$ cat src/design/rst_consts.svh
//--------------------
// Shared constants of the reset manager, one clock domain only
// Register addresses are 2 bits wide, data is RST_DATA_W bits
//--------------------
`ifndef RST_CONSTS_SVH
`define RST_CONSTS_SVH

// Downstream reset domains, released in index order
`define RST_NUM_DOMAINS 3

// Synchronizer depth for every reset input
`define RST_SYNC_STAGES 2

// Release stretch per input, in clock cycles
`define RST_POR_STRETCH 4
`define RST_EXT_STRETCH 8

// Cycles all domains stay in reset once a request has ended
`define RST_SOFT_HOLD 16

// Release gap field width and its power-on value
`define RST_GAP_W 8
`define RST_GAP_DEFAULT 4

// Register port
`define RST_ADDR_W 2
`define RST_DATA_W 16
`define RST_ADDR_CTRL 2'd0
`define RST_ADDR_CFG 2'd1
`define RST_ADDR_CAUSE 2'd2
`define RST_ADDR_STATUS 2'd3

`endif

$ cat src/design/rst_pkg.sv
//--------------------
// Types shared by the reset manager blocks
//--------------------
`default_nettype none

`include "rst_consts.svh"

package rst_pkg;

    // Release configuration
    // Hold sits above gap so the struct matches the CFG register layout
    typedef struct packed {
        logic [`RST_NUM_DOMAINS-1:0] hold;
        logic [`RST_GAP_W-1:0]       gap;
    } rst_cfg_t;

    // Sticky reset causes, por in bit 0
    typedef struct packed {
        logic wdt;
        logic sw;
        logic ext;
        logic por;
    } rst_cause_t;

    // One register access per cycle, we and re never together
    typedef struct packed {
        logic                   we;
        logic                   re;
        logic [`RST_ADDR_W-1:0] addr;
        logic [`RST_DATA_W-1:0] wdata;
    } reg_req_t;

endpackage

`default_nettype wire

$ cat src/design/reset_stretch_sync.sv
//--------------------
// Asserts asynchronously, releases RST_SYNC_STAGES + STRETCH_COUNT edges
// after the input rises. STRETCH_COUNT must be at least 1
//--------------------
`default_nettype none

`include "rst_consts.svh"

module reset_stretch_sync #(
    parameter int STRETCH_COUNT = 4
) (
    input  logic clk,
    input  logic async_rst_n,
    output logic sync_rst_n
);

    localparam int STAGES = `RST_SYNC_STAGES;
    localparam int CNT_W  = $clog2(STRETCH_COUNT + 1);

    // Last count before the output is allowed to rise
    localparam logic [CNT_W-1:0] CNT_LAST = CNT_W'(STRETCH_COUNT - 1);

    logic [STAGES-1:0] sync_q;
    logic [CNT_W-1:0]  cnt_q;

    // --------------------
    // Synchronizer chain
    // --------------------

    // Constant one shifts in, so only the release edge is synchronized
    always_ff @(posedge clk or negedge async_rst_n) begin
        if (!async_rst_n) begin
            sync_q <= '0;
        end else begin
            sync_q <= {sync_q[STAGES-2:0], 1'b1};
        end
    end

    // --------------------
    // Release stretch
    // --------------------

    // Counting starts on the first edge that sees the chain output high
    // Output goes high on the edge that finds the counter at its last value
    always_ff @(posedge clk or negedge async_rst_n) begin
        if (!async_rst_n) begin
            cnt_q      <= '0;
            sync_rst_n <= 1'b0;
        end else if (sync_q[STAGES-1] && !sync_rst_n) begin
            if (cnt_q == CNT_LAST) begin
                sync_rst_n <= 1'b1;
            end else begin
                cnt_q <= cnt_q + 1'b1;
            end
        end
    end

endmodule

`default_nettype wire

$ cat src/design/reset_sequencer.sv
//--------------------
// Holds every domain in reset on a request, then releases them in index
// order. cfg is sampled live, so a gap change affects the running sequence
//--------------------
`default_nettype none

`include "rst_consts.svh"

module reset_sequencer (
    input  logic                        clk,
    input  logic                        async_rst_n,
    input  logic                        ext_rst_n,
    input  logic                        sw_rst,
    input  logic                        wdt_bite,
    input  rst_pkg::rst_cfg_t           cfg,
    output logic [`RST_NUM_DOMAINS-1:0] domain_rst_n,
    output logic                        seq_busy
);

    localparam int NDOM   = `RST_NUM_DOMAINS;
    localparam int HOLD_W = $clog2(`RST_SOFT_HOLD);
    localparam int SLOT_W = (NDOM > 1) ? $clog2(NDOM) : 1;

    localparam logic [HOLD_W-1:0] HOLD_LAST = HOLD_W'(`RST_SOFT_HOLD - 1);
    localparam logic [SLOT_W-1:0] SLOT_LAST = SLOT_W'(NDOM - 1);

    typedef enum logic [1:0] {
        ST_HOLD,
        ST_RELEASE,
        ST_IDLE
    } seq_state_t;

    seq_state_t            state_q, state_d;
    logic [HOLD_W-1:0]     hold_cnt_q, hold_cnt_d;
    logic [SLOT_W-1:0]     slot_q, slot_d;
    logic [`RST_GAP_W-1:0] gap_cnt_q, gap_cnt_d;
    // One flag per domain whose release slot has passed
    logic [NDOM-1:0]       opened_q, opened_d;
    logic                  req;

    // Any request source restarts the sequence
    assign req = ~ext_rst_n | sw_rst | wdt_bite;

    // Busy until the last slot has opened
    assign seq_busy = (state_q != ST_IDLE);

    // --------------------
    // Next state
    // --------------------
    always_comb begin
        state_d    = state_q;
        hold_cnt_d = hold_cnt_q;
        slot_d     = slot_q;
        gap_cnt_d  = gap_cnt_q;
        opened_d   = opened_q;
        if (req) begin
            // Back to the start, all slots closed
            state_d    = ST_HOLD;
            hold_cnt_d = '0;
            slot_d     = '0;
            gap_cnt_d  = '0;
            opened_d   = '0;
        end else begin
            case (state_q)
                ST_HOLD: begin
                    // Domain 0 opens on the edge that ends the hold time
                    if (hold_cnt_q == HOLD_LAST) begin
                        opened_d[0] = 1'b1;
                        slot_d      = SLOT_W'(1);
                        gap_cnt_d   = '0;
                        state_d     = (NDOM > 1) ? ST_RELEASE : ST_IDLE;
                    end else begin
                        hold_cnt_d = hold_cnt_q + 1'b1;
                    end
                end
                ST_RELEASE: begin
                    // Next slot opens gap+1 edges after the previous one
                    // >= keeps the walk going if gap shrinks mid-count
                    if (gap_cnt_q >= cfg.gap) begin
                        opened_d[slot_q] = 1'b1;
                        gap_cnt_d        = '0;
                        if (slot_q == SLOT_LAST) begin
                            state_d = ST_IDLE;
                        end else begin
                            slot_d = slot_q + 1'b1;
                        end
                    end else begin
                        gap_cnt_d = gap_cnt_q + 1'b1;
                    end
                end
                default: begin
                    // Idle, wait for the next request
                end
            endcase
        end
    end

    // --------------------
    // State and outputs
    // --------------------
    always_ff @(posedge clk or negedge async_rst_n) begin
        if (!async_rst_n) begin
            state_q      <= ST_HOLD;
            hold_cnt_q   <= '0;
            slot_q       <= '0;
            gap_cnt_q    <= '0;
            opened_q     <= '0;
            domain_rst_n <= '0;
        end else begin
            state_q    <= state_d;
            hold_cnt_q <= hold_cnt_d;
            slot_q     <= slot_d;
            gap_cnt_q  <= gap_cnt_d;
            opened_q   <= opened_d;
            // Held domains stay low even after their slot has passed
            domain_rst_n <= opened_d & ~cfg.hold;
        end
    end

endmodule

`default_nettype wire

$ cat src/design/reset_ctrl_regs.sv
//--------------------
// Strobe register port, writes act at the edge, reads return one cycle later
// CFG and CAUSE are cleared only by power-on
//--------------------
`default_nettype none

`include "rst_consts.svh"

module reset_ctrl_regs (
    input  logic                        clk,
    input  logic                        async_rst_n,
    input  logic                        ext_rst_n,
    input  logic                        wdt_bite,
    input  rst_pkg::reg_req_t           reg_req,
    input  logic [`RST_NUM_DOMAINS-1:0] domain_rst_n,
    input  logic                        seq_busy,
    output rst_pkg::rst_cfg_t           cfg,
    output logic                        sw_rst,
    output logic [`RST_DATA_W-1:0]      rd_data,
    output logic                        rd_valid
);

    logic wr_ctrl;
    logic wr_cfg;
    logic wr_cause;

    rst_pkg::rst_cause_t cause_q;
    rst_pkg::rst_cause_t cause_set;
    rst_pkg::rst_cause_t cause_clr;

    // Set once ext_rst_n has been seen high after power-on
    logic ext_armed_q;

    logic [`RST_DATA_W-1:0] rd_mux;

    // --------------------
    // Write decode
    // --------------------
    assign wr_ctrl  = reg_req.we && (reg_req.addr == `RST_ADDR_CTRL);
    assign wr_cfg   = reg_req.we && (reg_req.addr == `RST_ADDR_CFG);
    assign wr_cause = reg_req.we && (reg_req.addr == `RST_ADDR_CAUSE);

    // Software reset strobe, same cycle as the CTRL write
    assign sw_rst = wr_ctrl & reg_req.wdata[0];

    // Gap in bits 7..0, hold in bits 10..8
    always_ff @(posedge clk or negedge async_rst_n) begin
        if (!async_rst_n) begin
            cfg.gap  <= `RST_GAP_W'(`RST_GAP_DEFAULT);
            cfg.hold <= '0;
        end else if (wr_cfg) begin
            cfg.gap  <= reg_req.wdata[7:0];
            cfg.hold <= reg_req.wdata[8 +: `RST_NUM_DOMAINS];
        end
    end

    // --------------------
    // Reset cause
    // --------------------

    // The ext synchronizer releases after this block on power-on
    // so its tail must not be logged as an external reset
    always_ff @(posedge clk or negedge async_rst_n) begin
        if (!async_rst_n) begin
            ext_armed_q <= 1'b0;
        end else if (ext_rst_n) begin
            ext_armed_q <= 1'b1;
        end
    end

    always_comb begin
        cause_set.por = 1'b0;
        cause_set.ext = ~ext_rst_n & ext_armed_q;
        cause_set.sw  = sw_rst;
        cause_set.wdt = wdt_bite;
    end

    // Write one to clear
    assign cause_clr = wr_cause ? reg_req.wdata[3:0] : 4'b0000;

    // Our own reset is the power-on event, so por comes up set
    // Set beats clear in the same cycle
    always_ff @(posedge clk or negedge async_rst_n) begin
        if (!async_rst_n) begin
            cause_q <= 4'b0001;
        end else begin
            cause_q <= (cause_q & ~cause_clr) | cause_set;
        end
    end

    // --------------------
    // Read path
    // --------------------
    always_comb begin
        rd_mux = '0;
        case (reg_req.addr)
            `RST_ADDR_CFG: begin
                rd_mux[7:0]                  = cfg.gap;
                rd_mux[8 +: `RST_NUM_DOMAINS] = cfg.hold;
            end
            `RST_ADDR_CAUSE: begin
                rd_mux[3:0] = cause_q;
            end
            `RST_ADDR_STATUS: begin
                rd_mux[`RST_NUM_DOMAINS-1:0] = domain_rst_n;
                rd_mux[`RST_NUM_DOMAINS]     = seq_busy;
            end
            default: begin
                // CTRL reads as zero
                rd_mux = '0;
            end
        endcase
    end

    // Valid for exactly the cycle after re
    always_ff @(posedge clk or negedge async_rst_n) begin
        if (!async_rst_n) begin
            rd_valid <= 1'b0;
        end else begin
            rd_valid <= reg_req.re;
        end
    end

    always_ff @(posedge clk) begin
        if (reg_req.re) begin
            rd_data <= rd_mux;
        end
    end

endmodule

`default_nettype wire

$ cat src/design/reset_manager.sv
//--------------------
// Reset manager top, single clock. ext_rst_n has no glitch filter
//--------------------
`default_nettype none

`include "rst_consts.svh"

module reset_manager (
    input  logic                        clk,
    input  logic                        async_rst_n,
    input  logic                        ext_rst_n,
    input  logic                        wdt_bite,
    input  rst_pkg::reg_req_t           reg_req,
    output logic [`RST_DATA_W-1:0]      rd_data,
    output logic                        rd_valid,
    output logic [`RST_NUM_DOMAINS-1:0] domain_rst_n
);

    logic              por_sync_n;
    logic              ext_sync_n;
    logic              ext_in_n;
    logic              sw_rst;
    logic              seq_busy;
    rst_pkg::rst_cfg_t cfg;

    // Power-on also drives the external synchronizer into reset
    assign ext_in_n = ext_rst_n & async_rst_n;

    // --------------------
    // Input synchronizers
    // --------------------
    reset_stretch_sync #(
        .STRETCH_COUNT (`RST_POR_STRETCH)
    ) por_sync (
        .clk         (clk),
        .async_rst_n (async_rst_n),
        .sync_rst_n  (por_sync_n)
    );

    reset_stretch_sync #(
        .STRETCH_COUNT (`RST_EXT_STRETCH)
    ) ext_sync (
        .clk         (clk),
        .async_rst_n (ext_in_n),
        .sync_rst_n  (ext_sync_n)
    );

    // --------------------
    // Sequencer and registers
    // --------------------
    reset_sequencer u_sequencer (
        .clk          (clk),
        .async_rst_n  (por_sync_n),
        .ext_rst_n    (ext_sync_n),
        .sw_rst       (sw_rst),
        .wdt_bite     (wdt_bite),
        .cfg          (cfg),
        .domain_rst_n (domain_rst_n),
        .seq_busy     (seq_busy)
    );

    reset_ctrl_regs u_regs (
        .clk          (clk),
        .async_rst_n  (por_sync_n),
        .ext_rst_n    (ext_sync_n),
        .wdt_bite     (wdt_bite),
        .reg_req      (reg_req),
        .domain_rst_n (domain_rst_n),
        .seq_busy     (seq_busy),
        .cfg          (cfg),
        .sw_rst       (sw_rst),
        .rd_data      (rd_data),
        .rd_valid     (rd_valid)
    );

endmodule

`default_nettype wire

$ cat config.mk
export PLATFORM = sky130hd
export DESIGN_NAME = reset_manager
export DESIGN_NICKNAME = d
export VERILOG_FILES = /design/src/design/rst_pkg.sv /design/src/design/reset_stretch_sync.sv /design/src/design/reset_sequencer.sv /design/src/design/reset_ctrl_regs.sv /design/src/design/reset_manager.sv
export VERILOG_INCLUDE_DIRS = /design/src /design/src/design
export SDC_FILE = /design/constraint.sdc
export NUM_CORES = 1
export LEC_CHECK = 0
export ABC_CLOCK_PERIOD_IN_PS = 2250
export BUFFER_PORTS_ARGS = -buffer_cell sky130_fd_sc_hd__buf_2
export CELL_PAD_IN_SITES_DETAIL_PLACEMENT = 0
export CELL_PAD_IN_SITES_GLOBAL_PLACEMENT = 1
export CORE_MARGIN = 8
export CORE_UTILIZATION = 48
export CTS_CLUSTER_DIAMETER = 200
export CTS_CLUSTER_SIZE = 8
export DETAILED_ROUTE_END_ITERATION = 6
export HOLD_SLACK_MARGIN = 0.03
export PLACE_DENSITY_LB_ADDON = 0.1
export SETUP_SLACK_MARGIN = 0.05
export SLEW_MARGIN = 20
export SYNTH_ARGS = -nofsm -noshare
export SYNTH_HDL_FRONTEND = slang
export SYNTH_SLANG_ARGS = --single-unit
$ cat constraint.sdc
create_clock -name clk -period 2.25 [get_ports clk]
set_clock_uncertainty 0.1 [all_clocks]
set_input_delay 0.45 -clock clk [delete_from_list [all_inputs] [get_ports clk]]
set_output_delay 0.45 -clock clk [all_outputs]
set_load 0.03 [all_outputs]
==> impl_summary.log <==
[metrics] most frequent standard cell in the layout excluding fill and tap cells: sky130_fd_sc_hd__dfrtp_1
[metrics] drt first-iter violations: 69
[metrics] die area: 8974 um2
[metrics] Sink Count: 63
[metrics] crit path launch type: flop
[metrics] worst setup slack after layout: 42.30 ps
[metrics] leading area contributor after synthesis: sky130_fd_sc_hd__dfrtp_1
[metrics] Post-Synthesis Cells: 254
[metrics] final count of hold timing violations: 0
[metrics] largest net degree at the start of global routing: 41
[metrics] Die Span X: 94.73 um
[metrics] cells along the critical path: inv_2 > ha_4 > nand2b_4 > a2111oi_4 > buf_4 > o311ai_4 > a2111oi_2 > nor3_1
[metrics] die height: 94.73 um
[metrics] number of placed cells counting well taps: 360
[metrics] Seq/Total Area, Yosys: 0.5492
[metrics] final wirelength: 5601 um
[metrics] max-slew violation count: 0
[metrics] number of optimization iterations in the first detailed-route pass: 4
[metrics] Req. time, crit path: 2350 ps
[metrics] DRC Markers: 0
[metrics] Top FF cell, synth: sky130_fd_sc_hd__dfrtp_1
[metrics] Clock Pin Slew Worst Setup and Hold Paths: 70 ps
[metrics] outcome: finished, final reports clean
[metrics] critical path data arrival time: 2310 ps
[metrics] average via count per standard cell: 5.266
[metrics] critical path capture point type: flop
[metrics] overall overflow remaining after global route: 0
[metrics] category of the most critical setup path: reg -> reg
[metrics] CTS Root Buffer Type: sky130_fd_sc_hd__clkbuf_8
[metrics] global-route wire length before repair: 9473 um
[metrics] top area cells in the synthesized netlist: sky130_fd_sc_hd__dfrtp_1 42%, sky130_fd_sc_hd__edfxtp_1 11%, sky130_fd_sc_hd__ha_1 6.7%, sky130_fd_sc_hd__mux2_2 4.9%, sky130_fd_sc_hd__a31oi_1 3.6%
[metrics] Core ar.: 5956 um2
[metrics] vias in the first global route: 2028
[metrics] actual transition at the worst max-transition pin: 681.5 ps
[metrics] Slowest Stage Delay on Critical Path: 390 ps
[metrics] setup-violating endpoint count in the final report: 0
[metrics] FFs w/ async S/R, synth: 0.8254
[metrics] initial antenna violation count: 0
[metrics] total power divided by cell area: 860.6 nW/um2
[metrics] setup repair after global routing missed its margin: true
[metrics] Peak supply drop: 0.6766 mV
[metrics] post-detailed-placement half-perimeter wirelength: 4002 um
[metrics] placer's final routability congestion estimate: 0.7310
[metrics] number of core rows: 28
[metrics] leakage power total: 1.651 nW
[metrics] top-level I/O count: 44
[metrics] Tot GR Track Use: 0.1341
[metrics] placement-stage worst setup slack: -126.3 ps
[metrics] largest delay contributor family on the critical path: compound AO/OA/AOI/OAI gates
[metrics] initial core utilization: 0.4996
[metrics] flip-flop and latch count after synthesis: 63
[metrics] maximum operating frequency: 453.0 MHz
[metrics] max-cap check violation count: 0
[metrics] combined area of all synthesized cells: 2975 um2
[metrics] number of enable-type register cells in the synthesized netlist: 11
[metrics] fraction of final layout cells with drive strength greater than 1: 0.2760
[metrics] cell at the slowest stage of the critical path: sky130_fd_sc_hd__dfrtp_1
[metrics] routed via count: 2017
[metrics] H-tree lvl count: 3
[metrics] CTS tree: built
[metrics] post-synthesis cell type count: 45
[metrics] fin cells: 383
[metrics] area added between synthesis and finish: 19.68%
[metrics] slew margin rel.: 0.5447
[metrics] worst-skew pair later-pin latency: 330 ps
[metrics] total number of nets in the final design: 343
[metrics] number of input and output port buffers inserted: 33
[metrics] critical path fanouts, max: 5
[metrics] remaining number of nets flagged by the antenna check after routing: 0
[metrics] Synth Warn #: 0
[metrics] Hold WC Path Type: in -> reg
[metrics] share of Yosys cell area claimed by the top area cell type: 0.4205
[metrics] number of diodes added for antenna fixing: 0
[metrics] crit share post-route: 0.9812
[metrics] Avg Cell Area, Syn: 11.71 um2
[metrics] leading cell types in the layout, fill and taps excluded: 50 x sky130_fd_sc_hd__dfrtp_1, 33 x sky130_fd_sc_hd__buf_2, 18 x sky130_fd_sc_hd__inv_1
[metrics] maximum count of clock buffers along a single path: 2
[metrics] clock period minus final worst setup slack: 2208 ps
[metrics] wire per inst: 14.62 um
[metrics] CP Buf/Inv Count: 2
[metrics] cts bufs inserted: 9
[metrics] number of fillers in the final layout: 509
==> metal layers <==
| metal | share of wire | GRT usage | up-vias | wire length, um |
|---|---|---|---|---|
| li1 | - | - | 996 | - |
| met1 | 0.47 | 0.1737 | 959 | 2613 |
| met2 | 0.46 | 0.2045 | 53 | 2552 |
| met3 | 0.062 | 0.03651 | 9 | 350 |
| met4 | 0.015 | 0.06242 | 0 | 85 |
| met5 | 0 | 0 | - | 0 |
==> report_power, final <==
group / internal, mW / switching, mW
sequential: 1.32 / 0.106
clock: 0.616 / 0.414
combinational: 0.253 / 0.359
total: 2.19 / 0.879
==> registers in the layout, indices dropped and copies added (netlist names), 2 cells and up <==
name	cells
ext_sync.cnt_q	4
por_sync.cnt_q	3
u_regs.cause_q	4
u_regs.cfg	11
u_sequencer.gap_cnt_q	8
por_sync.sync_q	2
u_sequencer.state_q	2
u_sequencer.hold_cnt_q	4
u_sequencer.opened_q	3
u_sequencer.domain_rst_n	3
u_sequencer.slot_q	2
u_regs.rd_data	11
ext_sync.sync_q	2
==> Yosys cell counts (4+ instances only) <==
cell type,instances
sky130_fd_sc_hd__a31oi_1,17
sky130_fd_sc_hd__and2_1,8
sky130_fd_sc_hd__and3_1,5
sky130_fd_sc_hd__buf_4,6
sky130_fd_sc_hd__clkbuf_1,4
sky130_fd_sc_hd__dfrtp_1,50
sky130_fd_sc_hd__edfxtp_1,11
sky130_fd_sc_hd__ha_1,16
sky130_fd_sc_hd__inv_1,19
sky130_fd_sc_hd__mux2_2,13
sky130_fd_sc_hd__mux2i_1,4
sky130_fd_sc_hd__nand2_1,13
sky130_fd_sc_hd__nand3_1,9
sky130_fd_sc_hd__nand3b_1,6
sky130_fd_sc_hd__nor2_1,15
sky130_fd_sc_hd__nor3_1,7
sky130_fd_sc_hd__o21ai_0,6
sky130_fd_sc_hd__xor2_1,4
==> path summary, 6_finish.rpt <==
check                      slack, ps                            endpoint                            startpoint  cells past startpoint
setup / recovery                  40   u_sequencer.slot_q[0]$_DFFE_PN0P_  u_sequencer.gap_cnt_q[0]$_DFFE_PN0P_                      8
hold / removal                   230         u_regs.cause_q[0]$_DFF_PN1_                            reg_req[0]                      2
setup reg to reg                  40   u_sequencer.slot_q[0]$_DFFE_PN0P_  u_sequencer.gap_cnt_q[0]$_DFFE_PN0P_                      8
hold reg to reg                  240  u_sequencer.state_q[1]$_DFFE_PN0P_       por_sync.sync_rst_n$_DFFE_PN0P_                      1
max in group asynchronous       1170     ext_sync.sync_rst_n$_DFFE_PN0P_                           async_rst_n                      3
min in group asynchronous        240  u_sequencer.state_q[1]$_DFFE_PN0P_       por_sync.sync_rst_n$_DFFE_PN0P_                      1
==> worst reg2reg max path, cell delays in order, from the launching register on <==
cell	delay, ps
sky130_fd_sc_hd__dfrtp_1	390
sky130_fd_sc_hd__inv_2	100
sky130_fd_sc_hd__ha_4	210
sky130_fd_sc_hd__nand2b_4	140
sky130_fd_sc_hd__a2111oi_4	360
sky130_fd_sc_hd__buf_4	180
sky130_fd_sc_hd__o311ai_4	150
sky130_fd_sc_hd__a2111oi_2	390
sky130_fd_sc_hd__nor3_1	70
==> logic make-up after synthesis <==
logic type | count (synthesis) | share of synthesized area
flip-flops | 63 | 0.5492
XOR/XNOR | 6 | 0.01766
multiplexers | 17 | 0.06266
other | 2 | 0.002524
AND/OR/NAND/NOR | 74 | 0.1341
AO/OA/AOI/OAI | 44 | 0.1131
adder cells (fa/ha/maj) | 16 | 0.06728
buffers and inverters | 32 | 0.05340
==> timing repair <==
item / 4_1_cts / 5_1_grt
pin swaps: 2 / 6
gates resized for setup: 2 / 8
setup buffers: 0 / 5
endpoints found under the hold margin: 13 / 0
hold buffers: 2 / 0
endpoints found under the setup margin: 3 / 13
==> metrics by stage <==
stage	instance area, um2	power, mW	util	TNS [ps]	hold slack [ps]
floorplan	2994	1.877	-	0	54.41
global route	3561	3.241	0.5979	-76.70	214.9
global placement	3236	2.029	0.5433	-512.0	183.5
detailed placement	3236	2.039	0.5433	-1149	183.0
finish	3561	3.064	0.5979	0	227.4
CTS	3471	3.077	0.5828	0	217.8
==> layout make-up <==
type | instances | area (um2) | area share
sequential | 63 | 1634 | 0.4589
clock buffer | 11 | 131.4 | 0.03689
multi-input combinational | 164 | 1265 | 0.3552
inverter | 19 | 71.32 | 0.02003
timing repair buffer | 46 | 292.8 | 0.08222
clock inverter | 5 | 72.57 | 0.02038
tap | 75 | 93.84 | 0.02635
No activity file was read; power rests on OpenSTA's default activity.
